`src/lsu_pkg.sv`:
```
package lsu_pkg;

    localparam int SRAM_WORDS = 256;                 // Words in the data memory.
    localparam int SRAM_AW    = 8;                   // Word index, address bits 9..2.

    typedef enum logic [3:0] {
        OP_LB  = 4'd1,                               // Signed byte load.
        OP_LBU = 4'd2,                               // Unsigned byte load.
        OP_LH  = 4'd3,                               // Signed halfword load.
        OP_LHU = 4'd4,                               // Unsigned halfword load.
        OP_LW  = 4'd5,                               // Word load.
        OP_SB  = 4'd6,                               // Byte store.
        OP_SH  = 4'd7,                               // Halfword store.
        OP_SW  = 4'd8                                // Word store.
    } lsu_op_e;

    typedef struct packed {
        lsu_op_e     op;                             // Memory operation.
        logic [31:0] addr;                           // Byte address.
        logic [31:0] wdata;                          // Store data, right aligned.
    } lsu_req_t;

    typedef struct packed {
        logic [31:0] rdata;                          // Extended load value.
        logic        error;                          // Misaligned access.
    } lsu_rsp_t;

    typedef struct packed {
        logic               en;                      // Access this cycle.
        logic               we;                      // Write when set.
        logic [SRAM_AW-1:0] index;                   // Word index.
        logic [3:0]         wmask;                   // Byte write enables.
        logic [31:0]        wdata;                   // Lane-placed write data.
    } sram_cmd_t;

    function automatic logic op_is_store(input lsu_op_e op);
        return (op == OP_SB) || (op == OP_SH) || (op == OP_SW);
    endfunction

    // Log2 of the access size in bytes.
    function automatic logic [1:0] op_size(input lsu_op_e op);
        case (op)
            OP_LH, OP_LHU, OP_SH: return 2'd1;       // Halfword.
            OP_LW, OP_SW:         return 2'd2;       // Word.
            default:              return 2'd0;       // Byte.
        endcase
    endfunction

endpackage

```
`src/load_align.sv`:
```
`timescale 1ns/1ps
module load_align
    import lsu_pkg::*;
(
    input  lsu_op_e     op,
    input  logic [1:0]  offset,                      // Byte offset in word.
    input  logic [31:0] word,                        // Raw SRAM word.
    output logic [31:0] value
);

    logic [31:0] shifted;

    assign shifted = word >> {offset, 3'b000};       // Move lane to bit 0.

    always_comb begin
        case (op)
            OP_LB:   value = {{24{shifted[7]}}, shifted[7:0]};
            OP_LBU:  value = {24'h0, shifted[7:0]};
            OP_LH:   value = {{16{shifted[15]}}, shifted[15:0]};
            OP_LHU:  value = {16'h0, shifted[15:0]};
            OP_LW:   value = word;                   // Aligned, no shift needed.
            default: value = 32'h0;                  // Stores return nothing.
        endcase
    end

endmodule

```
`config.mk`:
```
export PLATFORM = sky130hd
export DESIGN_NAME = load_align
export DESIGN_NICKNAME = d
export VERILOG_FILES = /design/src/lsu_pkg.sv /design/src/load_align.sv
export SDC_FILE = /design/constraint.sdc
export NUM_CORES = 1
export LEC_CHECK = 0
export ABC_AREA = 1
export ABC_CLOCK_PERIOD_IN_PS = 1250
export BUFFER_PORTS_ARGS = -buffer_cell sky130_fd_sc_hd__buf_2
export CAP_MARGIN = 15
export CORE_MARGIN = 2
export CORE_UTILIZATION = 44
export DETAILED_ROUTE_END_ITERATION = 12
export MAX_ROUTING_LAYER = met4
export PLACE_DENSITY = 0.85
export SLEW_MARGIN = 0
export SYNTH_ARGS = -nofsm -noshare
export SYNTH_HDL_FRONTEND = slang
export SYNTH_SLANG_ARGS = --single-unit
```
`constraint.sdc`:
```
create_clock -name vclk -period 1.25
set_input_delay 0.125 -clock vclk [all_inputs]
set_output_delay 0.125 -clock vclk [all_outputs]
set_load 0.02 [all_outputs]
```
# Yosys cells after proc, flatten, opt, wreduce, memory -nomap -nowiden
# Cells that the tools add are included.
# word_totals
ff_bits	0
input_bits	38
out_inout_bits	32
elab_cells	7
# classes
n_eq_ne	5
n_shift	1
n_mux	1
# ops
op	count
$pmux W32 S5	1
$shr A32 B5 Y16	1
$eq A4 B2 Y1 const B	2
$eq A4 B3 Y1 const B	2
$eq A4 B1 Y1 const B	1

# Longest topological paths before layout
# Gate-level depths: netlist of run 1.
# depth
depth_word	2
mapped_depth	8
ltp_nobuf	7

# Worst setup path after synthesis of run 1
# No wires, ideal clock.
# synth_timing
path_kind	input to output
startpoint	in offset[1]
endpoint	out value[16]
arrival_time_ns	0.958
required_time_ns	1.125
path_slack_ns	0.167
path_stages	7
n_path_buf	2
path_cell_list	buf_4 > inv_4 > o21ai_1 > o21ai_2 > nand2_2 > buf_6 > nand3_1
# synth_via
elab_chain_cells	2
# synth_lines
element	line	source
start, declared	load_align.sv:6	input logic [1:0] offset,
$shr A32 B5 Y16	load_align.sv:13	assign shifted = word >> {offset, 3'b000};
$pmux W32 S5	load_align.sv:16	case (op)
end, declared	load_align.sv:8	output logic [31:0] value
# Every way passes these cells.

# Worst setup path after layout of run 1
# layout_timing
startpoint	in op[1]
endpoint	out value[8]
# layout_via
elab_chain_cells	2
elab_cells_between_ends	6
classes_between	5 x eq/ne; 1 x mux
# layout_lines
element	line	source
start, declared	load_align.sv:5	input lsu_op_e op,
$eq A4 B3 Y1 (tied with other cells)	load_align.sv:16	
$pmux W32 S5 (*)	load_align.sv:16	
# Mark *: on every way between the ends. The rest lies on a longest branch, timed or not.

==> results of run 1 <==
metal layers:
layer | wire length (um) | vias to the layer above
met5 | 0 | -
met4 | 95 | 0
met3 | 505 | 18
met2 | 1947 | 142
met1 | 1695 | 781
li1 | - | 841
power by group:
group          switching, mW  internal (mW)  total [mW]
Sequential                 0              0           0
Clock                      0              0           0
Combinational          0.364          0.261       0.625
placed cells by master, fill, tap and decap left out, types with 3 or more instances in the layout:
cell	instances
a21oi_1	4
buf_12	5
buf_2	46
buf_4	15
buf_6	17
inv_1	16
inv_2	4
inv_4	3
nand2_1	77
nand2_2	16
nand2_4	3
nand3_1	26
nor2_1	18
o211ai_1	6
o21ai_0	14
o21ai_1	9
per-stage QoR:
step	util	instances
5_1_grt	0.7935	319
3_5_place_dp	0.6349	311
6_report	0.7935	319
2_1_floorplan	-	220
3_3_place_gp	0.6349	311
4_1_cts	0.6396	311
cell type report:
type	count	area (um^2)	area share
multi-input combinational	181	890.9	0.5174
timing repair buffer	85	684.4	0.3975
inverter	25	111.4	0.06468
tap	28	35.03	0.02035
logic make-up (layout without fill, tap and decap cells):
group | Yosys count | after routing | share of synthesized area
and+or+nand+nor | 147 | 147 | 0.6178
buffers and inverters | 39 | 110 | 0.1930
AOI/OAI and AO/OA | 34 | 34 | 0.1892
what timing repair did:
item / in CTS / in global routing
hold buffers: 0 / 0
endpoints found under the setup margin: 1 / 32
gates cloned: 0 / 3
resized for setup: 2 / 74
pin swaps: 0 / 6
setup buffers: 0 / 5
worst max-delay path: cells and delay by family:
family | cells | cell delay, ns
simple gates | 5 | 0.49
buf+inv | 5 | 0.52
path summary, 6_finish.rpt:
check | from | endpoint | slack (ns)
worst max-delay path | op[1] | value[8] | -0.01
worst min-delay path | word[4] | value[4] | 0.55
==> metrics.md, run 1 <==
| Metric | Value |
|---|---|
| Status | finished, violations left |
| Failing checks | setup timing |
| Distinct cells, synth | 20 |
| Die X | 51.64 um |
| Avg Synthesized Cell Area | 4.538 um^2 |
| Critical Path Slowest Stage Cell | buf_6 |
| Top cells by area, synth | nand2_1 35%, nand3_1 14%, o21ai_0 7.0% |
| Register area share after synthesis | 0 |
| Max Freq | 0.7916 GHz |
| Worst hold path type | input port to primary output |
| Syn Nets | 258 |
| Layout overhead on the synthesized area | 72.43% |
| Detailed Place HPWL | 2519 um |
| Syn. warnings | 0 |
| Hold Path Stages | 4 |
| PD cells | 363.1 nW/um^2 |
| Initial DRC Count | 92 |
| Worst slew pin tran | 0.2375 ns |
| Slowest stage delay, CP | 0.21 ns |
| Synth Instances | 220 |
| Register area | 0 um^2 |
| TritonRoute pass-1 iters | 8 |
| Die height | 51.64 um |
| WL/cell | 13.30 um |
| RSZ-0062 raised after global routing | true |
| Post-route ant nets | 0 |
| Required time of the critical path | 1.12 ns |
| DRC viols | 0 |
| Setup TNS | -0.01329 ns |
| Vias in the first global route | 1248 |
| GRT met1 Usage | 0.3455 |
| Setup crit start kind | input port |
| Most used cell along the critical path | buf_6 |
| Post-synth top area cell | nand2_1 |
| Worst vdd ir | 0.0002513 V |
| GP Congestion | 0.9513 |
| Total power draw | 625.1 uW |
| Share of the synthesized area in the top cell type | 0.3534 |
| Post-route cell area | 1722 um^2 |
| Met3 usage | 0.01724 |
| Type of the worst setup path | input port to primary output |
| Hold Slack | 0.5520 ns |
| CP arrival | 1.14 ns |
| Top post-synthesis cells by count | 94 x nand2_1, 28 x nand3_1, 18 x inv_1, 18 x nor2_1, 14 x o21ai_0 |
| Maxcap violations | 0 |
| Total wire length | 4244 um |
| CP max FO | 18 |
| Via density | 5.586 |
| Count of final hold-check violations | 0 |
| Slew HR | 0.8400 |
| Final setup viols | 1 |
| Fillcell total | 149 |
| Die ar. | 2666 um^2 |
| GR Util All Layers | 0.2494 |
| Slew Viols, Final | 0 |
| Final worst slack | -0.01329 ns |
| First-pass GRT wire length | 5313 um |
| Post-synthesis cell area | 998.5 um^2 |
| Count leader, synth | nand2_1 |
| Vias | 1782 |
| Seq_cells | 0 |
| I/O pins | 70 |
| Clkbuf count | 0 |
| Core Area | 2170 um^2 |
| Rows | 17 |
| Worst path cell trace | buf_6 -> inv_4 -> nand2_4 -> nor3_4 -> buf_6 -> nand2_1 -> nand2_2 -> inv_1 -> nand2_1 -> buf_6 |
| Layout cell share with drive strength beyond 1 | 0.4124 |
| Grt total ovfl | 0 |
| Nets@finish | 331 |
| Largest net degree at the start of global routing | 29 |
| Cell area after placement | 1378 um^2 |
| GR peak layer | met2 |
| Fin crit period | 1.263 ns |
| Initial antenna violation count | 0 |
| Pre-CTS WS | -0.009599 ns |
| Fin crit share | 1.011 |
| Leakage | 1.046 nW |
| Initial core utilization | 0.4602 |
| GR Util met2 | 0.4124 |
| Ant. Diodes | 0 |
| CP endpoint kind | primary output |
| IO buf count | 70 |
Note: power is estimated with default switching activity, not from simulation.
==> run 2, diff against run 1 <==
--- a/config.mk
+++ b/config.mk
@@ -14,6 +14,7 @@
 export DETAILED_ROUTE_END_ITERATION = 12
 export MAX_ROUTING_LAYER = met4
 export PLACE_DENSITY = 0.85
+export REMOVE_ABC_BUFFERS = 1
 export SLEW_MARGIN = 0
 export SYNTH_ARGS = -nofsm -noshare
 export SYNTH_HDL_FRONTEND = slang
==> run 2 against run 1 <==
Compared with the run above: the flow still finishes with violations (setup timing); clock-buffer cell count unchanged; wire length down 14%; final area down 7.8%; critical endpoint is now value[22]; critical path depth down 2; via count down 8.2%; global-route usage up 0.14 points; combinational power down 9.4%; worst setup slack worse by 0.017 ns; hold slack better by 0.016 ns; critical path type unchanged; die area unchanged.
==> metrics.md, run 2 (same netlist as run 1, synthesis figures left out) <==
| Metric | Value |
|---|---|
| Detailed Place HPWL | 2484 um |
| Hold buffer count at CTS | 0 |
| DRC viols | 0 |
| Register area | 0 um^2 |
| Clkbuf count | 0 |
| Delay-heaviest family, CP | buffers and inverters |
| Max Freq | 0.7808 GHz |
| Worst path cell trace | buf_6 -> inv_4 -> nand2_4 -> nor3_4 -> buf_2 -> nand2_1 -> nand3_1 -> buf_2 |
| Setup crit start kind | input port |
| Die ar. | 2666 um^2 |
| Nets@finish | 332 |
| Slew Viols, Final | 0 |
| WL/cell | 11.47 um |
| Hold Path Stages | 4 |
| Multi-input combinational cell area | 864.6 um^2 |
| Maxcap violations | 0 |
| Required time of the critical path | 1.12 ns |
| CP arrival | 1.16 ns |
| Leakage | 1.013 nW |
| Count of final hold-check violations | 0 |
| First-pass GRT wire length | 5319 um |
| PD cells | 356.5 nW/um^2 |
| Initial DRC Count | 70 |
| Slowest stage delay, CP | 0.27 ns |
| Initial core utilization | 0.4602 |
| Most common cell after layout, fill and taps aside | nand2_1 |
| Post-CTS Repair Setup Buffers | 0 |
| I/O pins | 70 |
| Largest net degree at the start of global routing | 20 |
| Post-route ant nets | 0 |
| Crit path buf inv count | 4 |
| Layout overhead on the synthesized area | 59.02% |
| TritonRoute pass-1 iters | 4 |
| Vias | 1635 |
| Worst slew pin tran | 0.2520 ns |
| Die X | 51.64 um |
| Fin crit period | 1.281 ns |
| Layout cell share with drive strength beyond 1 | 0.3733 |
| Slew HR | 0.8315 |
| Grt total ovfl | 0 |
| Failing checks | setup timing |
| Total wire length | 3669 um |
| Hold path startpoint | word[4] |
| Die height | 51.64 um |
| IO buf count | 70 |
| Final setup viols | 6 |
| Most frequent cells in the layout | 88 x nand2_1, 58 x buf_2, 26 x nand3_1, 18 x nor2_1, 17 x inv_1 |
| Fillcell total | 217 |
| RSZ-0062 raised after global routing | true |
| Seq_cells | 0 |
| GR Util All Layers | 0.2508 |
| GP Congestion | 0.7936 |
| Finished Layout Cells | 320 |
| Critical Path Slowest Stage Cell | buf_2 |
| CP max FO | 9 |
| Most used cell along the critical path | buf_2 |
| Worst hold path type | input port to primary output |
| Status | finished, violations left |
| Final worst slack | -0.03074 ns |
| Dpl cells | 316 |
| CP endpoint kind | primary output |
| Core Area | 2170 um^2 |
| Vias in the first global route | 1308 |
| Via density | 5.109 |
| Rows | 17 |
| Hold path endpoint | value[4] |
| Fin crit share | 1.025 |
| Total power draw | 566.1 uW |
| Type of the worst setup path | input port to primary output |
| Worst vdd ir | 0.0001867 V |
| Initial antenna violation count | 0 |
| Ant. Diodes | 0 |
run 2: cell types whose count changed in the layout (fill, tap and decap cells not counted), moves of 2 or more:
cell,delta
buf_12,-4
nand2_1,+11
nand2_2,-9
buf_4,-3
buf_6,-6
buf_8,+2
buf_2,+12
run 2: routing by layer:
| layer | GRT usage | vias to the layer above | routed length [um] |
|---|---|---|---|
| li1 | - | 847 | - |
| met1 | 0.3287 | 719 | 1626 |
| met2 | 0.4423 | 67 | 1795 |
| met3 | 0.002874 | 2 | 231 |
| met4 | 0.03947 | 0 | 16 |
| met5 | - | - | 0 |
run 2: how the worst max path moves through the flow:
stage	startpoint	endpoint	slack, ns	depth (start not counted)
after detailed placement	op[2]	value[29]	-0.04	7
after global routing	op[1]	value[16]	-0.08	8
final	op[1]	value[22]	-0.03	8
after global placement	op[2]	value[21]	-0.03	7
after CTS	op[2]	value[11]	0.001	10
after floorplan	offset[0]	value[11]	-0.08	7
run 2: report_power, final:
part | total (mW) | switching (mW) | internal, mW
Clock | 0 | 0 | 0
Combinational | 0.566 | 0.335 | 0.231
Sequential | 0 | 0 | 0
Total | 0.566 | 0.335 | 0.231
run 2: area by class of cell:
class | instances | share of cell area
repair buffers | 85 | 0.3649
inverters | 25 | 0.06856
well taps | 28 | 0.02206
multi-input cells | 182 | 0.5445
run 2: tightest hold or removal path, stage by stage:
cell     delay [ns]
buf_2          0.09
nand2_1        0.05
nand2_1        0.06
buf_4          0.13
run 2: metrics by stage:
| stage | TNS, ns | util | setup slack (ns) | hold slack, ns | cell area, um^2 |
|---|---|---|---|---|---|
| after floorplan | -1.404 | - | -0.07669 | 0.4246 | 902.1 |
| after global placement | -0.3974 | 0.6407 | -0.03036 | 0.5754 | 1390 |
| after detailed placement | -0.6882 | 0.6407 | -0.03779 | 0.5760 | 1390 |
| after CTS | 0 | 0.6499 | 0.001004 | 0.5785 | 1410 |
| after global routing | -0.9915 | 0.7318 | -0.08343 | 0.5973 | 1588 |
| final | -0.1286 | 0.7318 | -0.03074 | 0.5682 | 1588 |
run 2: timing repair:
action / 4_1_cts / 5_1_grt
gates resized for setup: 5 / 44
gates cloned: 1 / 3
endpoints found under the hold margin: 0 / 0
pin swaps: 1 / 4
endpoints found under the setup margin: 24 / 31
