--- config.mk ---
export PLATFORM = sky130hd
export DESIGN_NAME = store_align
export DESIGN_NICKNAME = d
export VERILOG_FILES = /design/src/lsu_pkg.sv /design/src/store_align.sv
export SDC_FILE = /design/constraint.sdc
export NUM_CORES = 1
export LEC_CHECK = 0
export ABC_AREA = 1
export BUFFER_PORTS_ARGS = -buffer_cell sky130_fd_sc_hd__buf_4
export CAP_MARGIN = 20
export CORE_UTILIZATION = 33
export DETAILED_ROUTE_END_ITERATION = 8
export PLACE_DENSITY = 0.84
export SLEW_MARGIN = 20
export SYNTH_ARGS = -nofsm -noshare
export SYNTH_HDL_FRONTEND = slang
export SYNTH_SLANG_ARGS = --single-unit
--- constraint.sdc ---
create_clock -name vclk -period 0.8
set_input_delay 0 -clock vclk [all_inputs]
set_output_delay 0 -clock vclk [all_outputs]
set_load 0.02 [all_outputs]
--- src/lsu_pkg.sv ---
package lsu_pkg;

    localparam int SRAM_WORDS = 256;                 // Words in the data memory.
    localparam int SRAM_AW    = 8;                   // Word index, address bits 9..2.

    typedef enum logic [3:0] {
        OP_LB  = 4'd1,                               // Signed byte load.
        OP_LBU = 4'd2,                               // Unsigned byte load.
        OP_LH  = 4'd3,                               // Signed halfword load.
        OP_LHU = 4'd4,                               // Unsigned halfword load.
        OP_LW  = 4'd5,                               // Word load.
        OP_SB  = 4'd6,                               // Byte store.
        OP_SH  = 4'd7,                               // Halfword store.
        OP_SW  = 4'd8                                // Word store.
    } lsu_op_e;

    typedef struct packed {
        lsu_op_e     op;                             // Memory operation.
        logic [31:0] addr;                           // Byte address.
        logic [31:0] wdata;                          // Store data, right aligned.
    } lsu_req_t;

    typedef struct packed {
        logic [31:0] rdata;                          // Extended load value.
        logic        error;                          // Misaligned access.
    } lsu_rsp_t;

    typedef struct packed {
        logic               en;                      // Access this cycle.
        logic               we;                      // Write when set.
        logic [SRAM_AW-1:0] index;                   // Word index.
        logic [3:0]         wmask;                   // Byte write enables.
        logic [31:0]        wdata;                   // Lane-placed write data.
    } sram_cmd_t;

    function automatic logic op_is_store(input lsu_op_e op);
        return (op == OP_SB) || (op == OP_SH) || (op == OP_SW);
    endfunction

    // Log2 of the access size in bytes.
    function automatic logic [1:0] op_size(input lsu_op_e op);
        case (op)
            OP_LH, OP_LHU, OP_SH: return 2'd1;       // Halfword.
            OP_LW, OP_SW:         return 2'd2;       // Word.
            default:              return 2'd0;       // Byte.
        endcase
    endfunction

endpackage

--- src/store_align.sv ---
`timescale 1ns/1ps
module store_align
    import lsu_pkg::*;
(
    input  lsu_op_e     op,
    input  logic [1:0]  offset,                      // Byte offset in word.
    input  logic [31:0] wdata,                       // Right-aligned store data.
    output logic [31:0] lane_data,
    output logic [3:0]  wmask
);

    logic       is_store;
    logic [1:0] size;

    assign is_store = op_is_store(op);
    assign size     = op_size(op);

    // Replicate so every candidate lane carries the data.
    always_comb begin
        case (size)
            2'd0:    lane_data = {4{wdata[7:0]}};    // Byte in all lanes.
            2'd1:    lane_data = {2{wdata[15:0]}};   // Halfword in both halves.
            default: lane_data = wdata;              // Full word.
        endcase
    end

    // Mask selects only the written bytes.
    always_comb begin
        if (!is_store) begin
            wmask = 4'b0000;                         // Loads never write.
        end else begin
            case (size)
                2'd0:    wmask = 4'b0001 << offset;
                2'd1:    wmask = 4'b0011 << offset;
                default: wmask = 4'b1111;
            endcase
        end
    end

endmodule

Word level (Yosys, flattened, before mapping)
Index checks and enable logic that the tools add are counted.
{"block": "classes", "muxes": 4, "n_shift": 2, "n_eq_ne": 7, "reduce_logical": 5}
{"op": "32-bit case mux with 2 select lines", "count": 1}
{"op": "4-bit by 3-bit equality test with 1-bit output, second input constant", "count": 4}
{"op": "4-bit case mux with 2 select lines", "count": 1}
{"op": "4-bit by 2-bit equality test with 1-bit output, second input constant", "count": 1}
{"op": "4-bit equality test, second input constant", "count": 1}
{"op": "4-bit two-way mux", "count": 1}
{"op": "2-bit case mux with 2 select lines", "count": 1}
{"op": "1-bit by 2-bit left shift with 4-bit output, first input constant", "count": 1}
{"op": "2-bit by 2-bit left shift with 4-bit output, first input constant", "count": 1}
{"op": "3-bit OR reduction", "count": 1}
{"op": "2-bit by 1-bit equality test with 1-bit output, second input constant", "count": 1}
{"op": "2-bit zero test", "count": 1}
{"op": "1-bit logical OR", "count": 2}
{"op": "2-bit OR reduction", "count": 1}
{"block": "totals", "inputBits": 38, "word_cells": 18, "output_inout_bits": 36, "regBits": 0}

Depth between registers and ports, before layout
Gate-level depths: netlist (run 1).
{"block": "logic_depth", "word_depth": 6, "depth_mapped": 9, "depth_no_buf": 8}

Worst setup path after synthesis (run 1)
Ideal clock, no wire load.
{"block": "synth_timing", "path_type": "in2out", "startpoint": "input port op[2]", "endpoint": "output port wmask[1]", "required_ns": 0.800, "n_path_buf": 1, "setup_slack_ns": -0.092, "path_stages": 7, "arrival_time_ns": 0.892, "cell_sequence": "inv_1 > nor2_2 > nand2_1 > nand2_4 > inv_2 > buf_6 > a21oi_1"}
{"block": "synth_between", "elab_chain_cells": 6, "elab_cells_between_ends": 15, "cone_classes": "eq/ne: 7; mux: 3; reduce/logical: 5"}
{"item": "start, declared", "line": "store_align.sv:5", "source": "input lsu_op_e op,"}
{"item": "4-bit by 3-bit equality test with 1-bit output, or another cell as far along", "line": "lsu_pkg.sv:37, lsu_pkg.sv:42"}
{"item": "3-bit OR reduction or 2-bit OR reduction (tied branches)", "line": "lsu_pkg.sv:42", "source": "case (op)"}
{"item": "2-bit case mux with 2 select lines", "line": "lsu_pkg.sv:42"}
{"item": "2-bit by 1-bit equality test with 1-bit output or 2-bit zero test (tied branches)", "line": "store_align.sv:32", "source": "case (size)"}
{"item": "4-bit case mux with 2 select lines", "line": "store_align.sv:32"}
{"item": "4-bit two-way mux (*)", "line": "store_align.sv:29", "source": "if (!is_store) begin"}
{"item": "end, declared", "line": "store_align.sv:9", "source": "output logic [3:0] wmask"}
Every way passes the cells marked *; elsewhere a longest branch is shown, timed or not.

Worst setup path in the final report (run 1)
{"block": "layout_timing", "startpoint": "input port op[1]", "endpoint": "output port lane_data[15]"}
{"block": "layout_between", "elab_chain_cells": 5, "elab_cells_between_ends": 11, "cone_classes": "eq/ne: 6; mux: 2; reduce/logical: 3"}
{"item": "4-bit by 3-bit equality test with 1-bit output, or another cell as far along", "line": "lsu_pkg.sv:42"}
{"item": "3-bit OR reduction or 2-bit OR reduction (tied branches)", "line": "lsu_pkg.sv:42"}
{"item": "2-bit case mux with 2 select lines (*)", "line": "lsu_pkg.sv:42"}
{"item": "2-bit by 1-bit equality test with 1-bit output or 2-bit zero test (tied branches)", "line": "store_align.sv:20", "source": "case (size)"}
{"item": "32-bit case mux with 2 select lines (*)", "line": "store_align.sv:20"}
{"item": "end, declared", "line": "store_align.sv:8", "source": "output logic [31:0] lane_data,"}
Marked as above.

==> impl_metrics.json, run 1 <==
{
  "critPathSlowestCell": "nor2_1",
  "peakVddDrop_v": 0.0005742,
  "first_pass_iters": 4,
  "vias": 1204,
  "place_hpwl_um": 1633,
  "die-area_mm2": 0.001852,
  "design.seq.count": 0,
  "path_cells": "buf_8 > nor2_1 > nand2_2 > nand2_4 > nor2_4 > buf_12 > nand2_2 > nand2_1 > buf_6",
  "grt_util_all_layers_pct": 34.55,
  "grt_pass1_wl_um": 4968,
  "fp.dieW_um": 43.03,
  "wire_per_inst_um": 20.16,
  "vias_per_cell": 5.960,
  "drt_iter0_markers": 68,
  "dp_slack_ns": -0.1860,
  "cp_max_fo": 5,
  "wirelength_um": 4073,
  "yosys.cell_types.count": 16,
  "worstHoldEndpoint": "lane_data[5]",
  "criticalPathCategory": "input port to output port",
  "fin_crit_ns": 1.072,
  "core_mm2": 0.001541,
  "start_kind": "input port",
  "ant_nets": 0,
  "totalPowerFinal_mw": 1.227,
  "rows": 14,
  "cp.arrival_ns": 1.07,
  "place_congestion": 0.7266,
  "die_h_um": 43.03,
  "maxCapViolCount": 0,
  "setup_slack_ns": -0.2720,
  "maxSlewViolCount": 0,
  "grt.overflow.total": 0,
  "hold_start": "wdata[5]",
  "critPathMaxStageDelay_ns": 0.18,
  "synth_area_um2": 555.5,
  "hold_path.class": "input port to output port",
  "hold_violations": 0,
  "rsz0062_at_grt": "true",
  "area_growth_pct": 161.5,
  "synth.yosys.seq_area_share_pct": 0,
  "seq_area_um2": 0,
  "netlist_instances": 115,
  "start_util_pct": 36.04,
  "fmax_mhz": 932.8,
  "num_io_pins": 74,
  "hold_path_depth": 2,
  "holdBufCountCts": 0,
  "cellLeakagePower_nw": 0.7975,
  "layout-drive-gt1-share_pct": 69.89,
  "powerDensity_mw_per_mm2": 844.5,
  "antenna_found_initial": 0,
  "layout_common_cells": "buf_4 (53), nand2_1 (38), buf_6 (24), nand2_2 (16), nand3_2 (10)",
  "endpoint_kind": "output port",
  "grt_max_degree": 17,
  "final_util_pct": 94.24,
  "final_common_cell": "buf_4",
  "ys_warn_count": 0,
  "worstMarginPinSlew_ns": 0.2402,
  "syn_avg_cell_area_um2": 4.831,
  "grt_pass1_vias": 1077,
  "antenna_cells": 0,
  "fin_nets": 226,
  "synthesis.nets": 153,
  "port_buffers": 74,
  "min_period_over_period_pct": 134.0,
  "crit_top_cell": "nand2_2",
  "drc": 0,
  "nClkBuffers": 0,
  "status": "complete, but fails checks",
  "violations": "negative setup slack",
  "slew_headroom_pct": 83.98,
  "setup_violations": 28,
  "cp.required_ns": 0.80
}
-- cells in the mapped netlist --
| master | n | share of area, % |
|---|---|---|
| buf_4 | 9 | 12 |
| inv_2 | 1 | 0.68 |
| a21oi_1 | 2 | 1.8 |
| nand3_1 | 11 | 9.9 |
| nand2_2 | 1 | 1.1 |
| nor2_4 | 1 | 2.0 |
| nor2_2 | 2 | 2.3 |
| nand3b_1 | 1 | 1.4 |
| nand2_4 | 1 | 2.0 |
| inv_1 | 8 | 5.4 |
| o21ai_0 | 10 | 9.0 |
| o21ai_1 | 2 | 1.8 |
| nor2_1 | 2 | 1.4 |
| or2_2 | 1 | 1.1 |
| nand2_1 | 59 | 40 |
| buf_6 | 4 | 8.1 |
-- where the power goes --
part	total (mW)	leakage, nW	switching (mW)	internal (mW)
logic	1.23	0.797	0.643	0.583
clock network	0	0	0	0
registers	0	0	0	0
-- worst max path at each step --
stage                     startpoint       endpoint  slack [ns]  cells after the start
after floorplan                op[2]       wmask[1]       -0.09                      7
after global placement         op[3]       wmask[1]       -0.16                      7
after detailed placement       op[3]       wmask[1]       -0.19                      8
after CTS                      op[2]       wmask[1]       -0.13                      9
after global routing           op[2]  lane_data[12]       -0.28                      9
final                          op[1]  lane_data[15]       -0.27                      9
-- what timing repair did --
item | CTS | global route
endpoints found under the setup margin | 28 | 28
gates cloned | 1 | 0
setup buffers | 3 | 0
resized for setup | 73 | 14
pin swaps | 15 | 7
-- cells by family (layout without fill, tap and decap cells) --
family                 count (synthesis)  after routing  share of synthesized area, %
AO/OA/AOI/OAI                         14             14                         12.61
buffers and inverters                 22             93                         26.35
AND/OR/NAND/NOR                       79             79                         61.04
-- layout make-up --
type / count / area (um^2)
tap: 16 / 20.02
fill: 49 / 88.84
timing repair buffer: 84 / 805.8
multi-input combinational: 93 / 590.6
inverter: 9 / 36.28
-- metal layers --
metal / GRT usage [%] / up-vias / routed length [um]
met4: 9.697 / 0 / 323
li1: - / 495 / -
met1: 39.75 / 531 / 1297
met5: 0 / - / 0
met3: 2.553 / 43 / 449
met2: 66.67 / 135 / 2003
-- per-stage QoR --
stage / area [um^2] / cells / hold WS, ns / setup TNS, ns
floorplan: 555.5 / 115 / 0.1126 / -0.1847
global placement: 1089 / 198 / 0.2180 / -3.159
detailed placement: 1089 / 198 / 0.2176 / -3.936
CTS: 1404 / 202 / 0.2242 / -2.544
global route: 1453 / 202 / 0.2376 / -5.909
finish: 1453 / 202 / 0.2344 / -5.568
-- critical path: cells and delay by family --
kind                   cells  cell delay, ns
buffers and inverters      3            0.40
AND/OR/NAND/NOR            6            0.66
(Power assumes the default switching activity.)
==> run 2, diff against run 1 <==
--- a/config.mk
+++ b/config.mk
@@ -5,12 +5,11 @@
 export SDC_FILE = /design/constraint.sdc
 export NUM_CORES = 1
 export LEC_CHECK = 0
-export ABC_AREA = 1
 export BUFFER_PORTS_ARGS = -buffer_cell sky130_fd_sc_hd__buf_4
 export CAP_MARGIN = 20
-export CORE_UTILIZATION = 33
+export CORE_UTILIZATION = 38
 export DETAILED_ROUTE_END_ITERATION = 8
-export PLACE_DENSITY = 0.84
+export PLACE_DENSITY = 0.85
 export SLEW_MARGIN = 20
 export SYNTH_ARGS = -nofsm -noshare
 export SYNTH_HDL_FRONTEND = slang
==> impl_metrics.json, run 2 <==
{
  "synth_area_um2": 725.7,
  "port_buffers": 74,
  "fp.dieW_um": 45.70,
  "synth_common_cells": "nor2_1 (10), nor3b_1 (9), o21ai_0 (9)",
  "yosys.cell_types.count": 24,
  "synth_adder_area_share_pct": 0,
  "synth_top_area_share_pct": 12.41,
  "place_congestion": 0.8309,
  "rows": 15,
  "die_h_um": 45.70,
  "synth_top_family_by_area": "compound AO/OA/AOI/OAI gates",
  "synth_simple_gate_area_share_pct": 24.14,
  "cts_setup_buffers": 3,
  "synth-compound-area-share_pct": 45.52,
  "synth.yosys.seq_area_share_pct": 0,
  "num_io_pins": 74,
  "status": "stopped before the end",
  "yosysMostFrequentCell": "nor2_1",
  "start_util_pct": 41.13,
  "syn_avg_cell_area_um2": 7.888,
  "synth_mux_area_share_pct": 15.00,
  "synthTopCellsByArea": "o221a_2 (12%), a221o_1 (11%), mux2_2 (11%), nor3b_1 (9.3%), a21boi_0 (8.3%)",
  "ys_warn_count": 0,
  "postCtsResizedCells": 51,
  "place_hpwl_um": 2438,
  "netlist_instances": 92,
  "haltStage": "clock tree synthesis",
  "stop_error": "[ERROR DPL-0033] detailed placement checks failed during check placement.",
  "holdBufCountCts": 0,
  "yosysTopAreaCell": "o221a_2",
  "synthesis.nets": 130,
  "synth_xor_area_share_pct": 0
}
run 2: cell families after synthesis:
group | Yosys count
AND/OR/NAND/NOR | 28
multiplexers | 9
AO/OA/AOI/OAI | 38
buffers and inverters | 17
run 2: metrics by stage:
step	instance area (um^2)	TNS [ns]	hold WS (ns)	worst slack [ns]	std cells
after floorplan	882.1	-7.198	0.1126	-0.4435	92
after global placement	1491	-14.63	0.2452	-0.5964	198
after detailed placement	1491	-15.37	0.2447	-0.6200	198
==> run 3, diff against run 2 <==
--- a/config.mk
+++ b/config.mk
@@ -7,9 +7,10 @@
 export LEC_CHECK = 0
 export BUFFER_PORTS_ARGS = -buffer_cell sky130_fd_sc_hd__buf_4
 export CAP_MARGIN = 20
-export CORE_UTILIZATION = 38
+export CORE_AREA = 2 2 63 65
 export DETAILED_ROUTE_END_ITERATION = 8
-export PLACE_DENSITY = 0.85
+export DIE_AREA = 0 0 65 67
+export PLACE_DENSITY_LB_ADDON = 0.15
 export SLEW_MARGIN = 20
 export SYNTH_ARGS = -nofsm -noshare
 export SYNTH_HDL_FRONTEND = slang
==> impl_metrics.json, run 3 <==
{
  "design.seq.count": 0,
  "worstMarginPinSlew_ns": 0.4603,
  "p_clk_share_pct": 0,
  "antenna_cells": 0,
  "final_util_pct": 50.59,
  "antenna_found_initial": 0,
  "wire_per_inst_um": 14.37,
  "die_h_um": 67,
  "slew_headroom_pct": 69.28,
  "peakVddDrop_v": 0.0002421,
  "num_io_pins": 74,
  "first_pass_iters": 4,
  "rows": 22,
  "layout_common_cells": "buf_4 (69), buf_6 (31), nor2_1 (9), o21ai_0 (9)",
  "setup_slack_ns": -0.5690,
  "hold_violations": 0,
  "grt_pass1_vias": 1052,
  "wirelength_um": 3291,
  "yosysTopAreaCell": "o221a_2",
  "stdcell_count": 229,
  "vias_per_cell": 4.961,
  "comb_power_share_pct": 100.0,
  "synth_top_area_share_pct": 12.41,
  "drt_iter0_markers": 37,
  "endpoint_kind": "output port",
  "maxSlewViolCount": 0,
  "holdBufCountCts": 0,
  "layout-drive-gt1-share_pct": 77.90,
  "start_kind": "input port",
  "status": "complete, but fails checks",
  "start_util_pct": 20.12,
  "grt_pass1_wl_um": 4836,
  "yosysMostFrequentCell": "nor2_1",
  "cellLeakagePower_nw": 0.8206,
  "cp.arrival_ns": 1.37,
  "place_inst": 217,
  "cp_max_fo": 4,
  "synthesis.nets": 130,
  "hold_path.class": "input port to output port",
  "grt_max_degree": 16,
  "min_period_over_period_pct": 171.1,
  "powerDensity_mw_per_mm2": 727.5,
  "netlist_instances": 92,
  "synth_common_cells": "nor2_1 (10), nor3b_1 (9), o21ai_0 (9)",
  "maxCapViolCount": 0,
  "final_common_cell": "buf_4",
  "synthTopCellsByArea": "o221a_2 (12%), a221o_1 (11%), mux2_2 (11%), nor3b_1 (9.3%), a21boi_0 (8.3%)",
  "fp.dieW_um": 65,
  "yosys.cell_types.count": 24,
  "power_frac_seq_pct": 0,
  "criticalPathCategory": "input port to output port",
  "grt.overflow.total": 0,
  "core_mm2": 0.003606,
  "synth.yosys.seq_area_share_pct": 0,
  "p_sw_share_pct": 44.15,
  "nClkBuffers": 0,
  "rsz0062_at_grt": "true",
  "vias": 1136,
  "cp.required_ns": 0.80,
  "switchingPower_mw": 0.5859,
  "p_int_mw": 0.7412,
  "grt_util_all_layers_pct": 13.60,
  "area_growth_pct": 151.4,
  "fmax_mhz": 730.5,
  "port_buffers": 74,
  "fin_crit_ns": 1.369,
  "fillers": 342,
  "setup_tns_ns": -12.83,
  "ys_warn_count": 0,
  "ant_nets": 0,
  "seq_area_um2": 0,
  "syn_avg_cell_area_um2": 7.888,
  "drc": 0,
  "violations": "negative setup slack",
  "fin_nets": 221,
  "die-area_mm2": 0.004355,
  "setup_violations": 28,
  "place_hpwl_um": 2311,
  "place_congestion": 0.6444,
  "synth_area_um2": 725.7
}
==> run 3: cell counts after synthesis <==
Identical to the previous run, type by type.
==> run 3: cell type report <==
cell class / instances / area, um^2 / share of cell area (%)
Multi-Input combinational cell: 76 / 832.0 / 45.61
Tap cell: 48 / 60.06 / 3.292
Inverter: 2 / 10.01 / 0.5487
Timing Repair Buffer: 103 / 922.1 / 50.55
==> run 3: final timing paths <==
kind	slack, ns	to	startpoint	cells after the start
worst max-delay path	-0.57	lane_data[17]	op[2]	6
worst min-delay path	0.25	lane_data[4]	wdata[4]	2
==> run 3: cell families (layout without fill, tap and decap cells) <==
family,after synthesis,count (layout),share of synthesized area (%)
AOI/OAI and AO/OA,38,39,45.52
and+or+nand+nor,28,28,24.14
buffers and inverters,17,105,15.34
muxes,9,9,15.00
==> run 3: power by group through the flow <==
stage	Clock [mW]	Sequential, mW	Combinational [mW]
CTS	0	0	1.27
detailed placement	0	0	1.10
finish	0	0	1.33
floorplan	0	0	0.616
global route	0	0	1.40
global placement	0	0	1.09
==> run 3: metrics by stage <==
step                      hold slack [ns]  setup slack, ns  total power, mW  area, um^2
after floorplan                    0.1126          -0.4435           0.6164       882.1
after global placement             0.2422          -0.6445            1.089        1490
after detailed placement           0.2472          -0.6632            1.100        1490
after CTS                          0.2490          -0.5677            1.272        1693
after global routing               0.2546          -0.5964            1.397        1824
final                              0.2468          -0.5690            1.327        1824
==> run 3: per-layer routing <==
metal	vias to the layer above	GRT usage, %	wire length (um)
li1	547	-	-
met2	59	26.80	1646
met1	530	16.60	1358
met5	-	0	0
met4	0	0	0
met3	0	1.520	286
==> run 3: worst max-delay path, stage by stage <==
cell and delay (ns):
buf_6 0.09, or4b_4 0.58, o21ai_4 0.10, buf_6 0.15
mux2_4 0.31, buf_6 0.13
==> run 3: what timing repair did <==
action | CTS | global route
cloned | 1 | 0
setup endpoints to repair | 28 | 28
endpoints found under the hold margin | 0 | 0
gates resized for setup | 54 | 13
setup buffers | 2 | 10
pin swaps | 15 | 5
==> run 4, diff against run 3 <==
--- a/config.mk
+++ b/config.mk
@@ -5,6 +5,7 @@
 export SDC_FILE = /design/constraint.sdc
 export NUM_CORES = 1
 export LEC_CHECK = 0
+export ABC_CLOCK_PERIOD_IN_PS = 1110
 export BUFFER_PORTS_ARGS = -buffer_cell sky130_fd_sc_hd__buf_4
 export CAP_MARGIN = 20
 export CORE_AREA = 2 2 63 65
==> constraint.sdc (replaced) <==
create_clock -name vclk -period 1.11
set_input_delay 0 -clock vclk [all_inputs]
set_output_delay 0 -clock vclk [all_outputs]
set_load 0.02 [all_outputs]
==> impl_metrics.json, run 4 (synthesized netlist as in run 3, its figures left out) <==
{
  "critPathMaxStageDelay_ns": 0.58,
  "path_cells": "buf_6 > or4b_4 > o21ai_4 > mux2_4 > buf_6",
  "layout-drive-gt1-share_pct": 73.84,
  "antenna_found_initial": 0,
  "vias": 1071,
  "powerDensity_mw_per_mm2": 533.7,
  "cp_max_fo": 8,
  "start_util_pct": 20.12,
  "totalPowerFinal_mw": 0.8508,
  "rows": 22,
  "hold_path.class": "input port to output port",
  "drc": 0,
  "core_mm2": 0.003606,
  "final_common_cell": "buf_4",
  "power_frac_seq_pct": 0,
  "antenna_cells": 0,
  "fp.dieW_um": 65,
  "start_kind": "input port",
  "setup_slack_ns": -0.2596,
  "first_pass_iters": 4,
  "stdcell_count": 220,
  "nClkBuffers": 0,
  "peakVddDrop_v": 0.0001767,
  "switchingPower_mw": 0.3862,
  "num_io_pins": 74,
  "wirelength_um": 3111,
  "hold_violations": 0,
  "slew_headroom_pct": 68.57,
  "status": "complete, but fails checks",
  "seq_area_um2": 0,
  "grt_max_degree": 13,
  "place_inst": 211,
  "layout_common_cells": "buf_4 (65), buf_6 (28), nor2_1 (9), o21ai_0 (9)",
  "p_clk_share_pct": 0,
  "min_period_over_period_pct": 123.4,
  "drt_iter0_markers": 29,
  "p_sw_share_pct": 45.39,
  "design.seq.count": 0,
  "fin_crit_ns": 1.370,
  "rsz0062_at_grt": "true",
  "port_buffers": 74,
  "place_congestion": 0.6303,
  "critPathSlowestCell": "or4b_4",
  "ant_nets": 0,
  "setup_violations": 24,
  "cellLeakagePower_nw": 0.7289,
  "worstMarginPinSlew_ns": 0.4696,
  "area_growth_pct": 119.7,
  "grt_util_all_layers_pct": 13.81,
  "grt.overflow.total": 0,
  "maxSlewViolCount": 0,
  "violations": "negative setup slack",
  "grt_pass1_wl_um": 4871,
  "cp.arrival_ns": 1.37,
  "die-area_mm2": 0.004355,
  "wire_per_inst_um": 14.14,
  "endpoint_kind": "output port",
  "grt_pass1_vias": 1089,
  "cp.required_ns": 1.11,
  "p_int_mw": 0.4646,
  "crit_top_cell": "buf_6",
  "comb_power_share_pct": 100.0,
  "fmax_mhz": 730.1,
  "place_hpwl_um": 2200,
  "criticalPathCategory": "input port to output port",
  "vias_per_cell": 4.868,
  "fin_nets": 212,
  "maxCapViolCount": 0,
  "die_h_um": 67
}
==> run 4: through the flow <==
step	hold WS [ns]	util (%)	instance area [um^2]	setup TNS (ns)	worst slack [ns]
2_1_floorplan	0.1126	-	745.7	-1.083	-0.1335
3_3_place_gp	0.2408	37.02	1335	-8.364	-0.4051
3_5_place_dp	0.2393	37.02	1335	-8.392	-0.4128
4_1_cts	0.2408	43.82	1580	-4.350	-0.2630
5_1_grt	0.2485	44.21	1594	-5.891	-0.2908
6_report	0.2399	44.21	1594	-4.449	-0.2596
==> run 4: path summary, 6_finish.rpt <==
path / startpoint / endpoint / cells after the start
worst min-delay path: wdata[0] / lane_data[0] / 2
worst max-delay path: op[2] / lane_data[20] / 5
==> run 4: power groups by stage <==
stage	combinational [mW]	clock [mW]	sequential (mW)
final	0.851	0	0
after global routing	0.904	0	0
after CTS	0.853	0	0
after detailed placement	0.714	0	0
after global placement	0.710	0	0
after floorplan	0.386	0	0
==> run 4: layer usage <==
layer	vias to the layer above	GRT usage, %	share of wire, %
li1	529	-	-
met1	482	16.50	40
met2	58	26.68	50
met3	2	2.027	10
met4	0	1.330	0.26
met5	-	0	0
==> run 4: repair_timing <==
item / in CTS / in global routing
buffers inserted: 8 / 0
gates resized for setup: 50 / 5
endpoints found under the hold margin: 0 / 0
gates cloned: 1 / 0
hold buffers: 0 / 0
pin swaps: 17 / 0
setup endpoints to repair: 24 / 28
==> run 4: layout make-up <==
class                           count  area (um^2)
Fill cell                         377         2012
Inverter                            2        7.507
Multi-Input combinational cell     76        708.2
Tap cell                           48        60.06
Timing Repair Buffer               94        818.3
==> run 4: critical path: cells and delay by family <==
kind | cells | cell delay (ns)
and+or+nand+nor | 1 | 0.58
AOI/OAI and AO/OA | 1 | 0.21
muxes | 1 | 0.35
buffers and inverters | 2 | 0.22
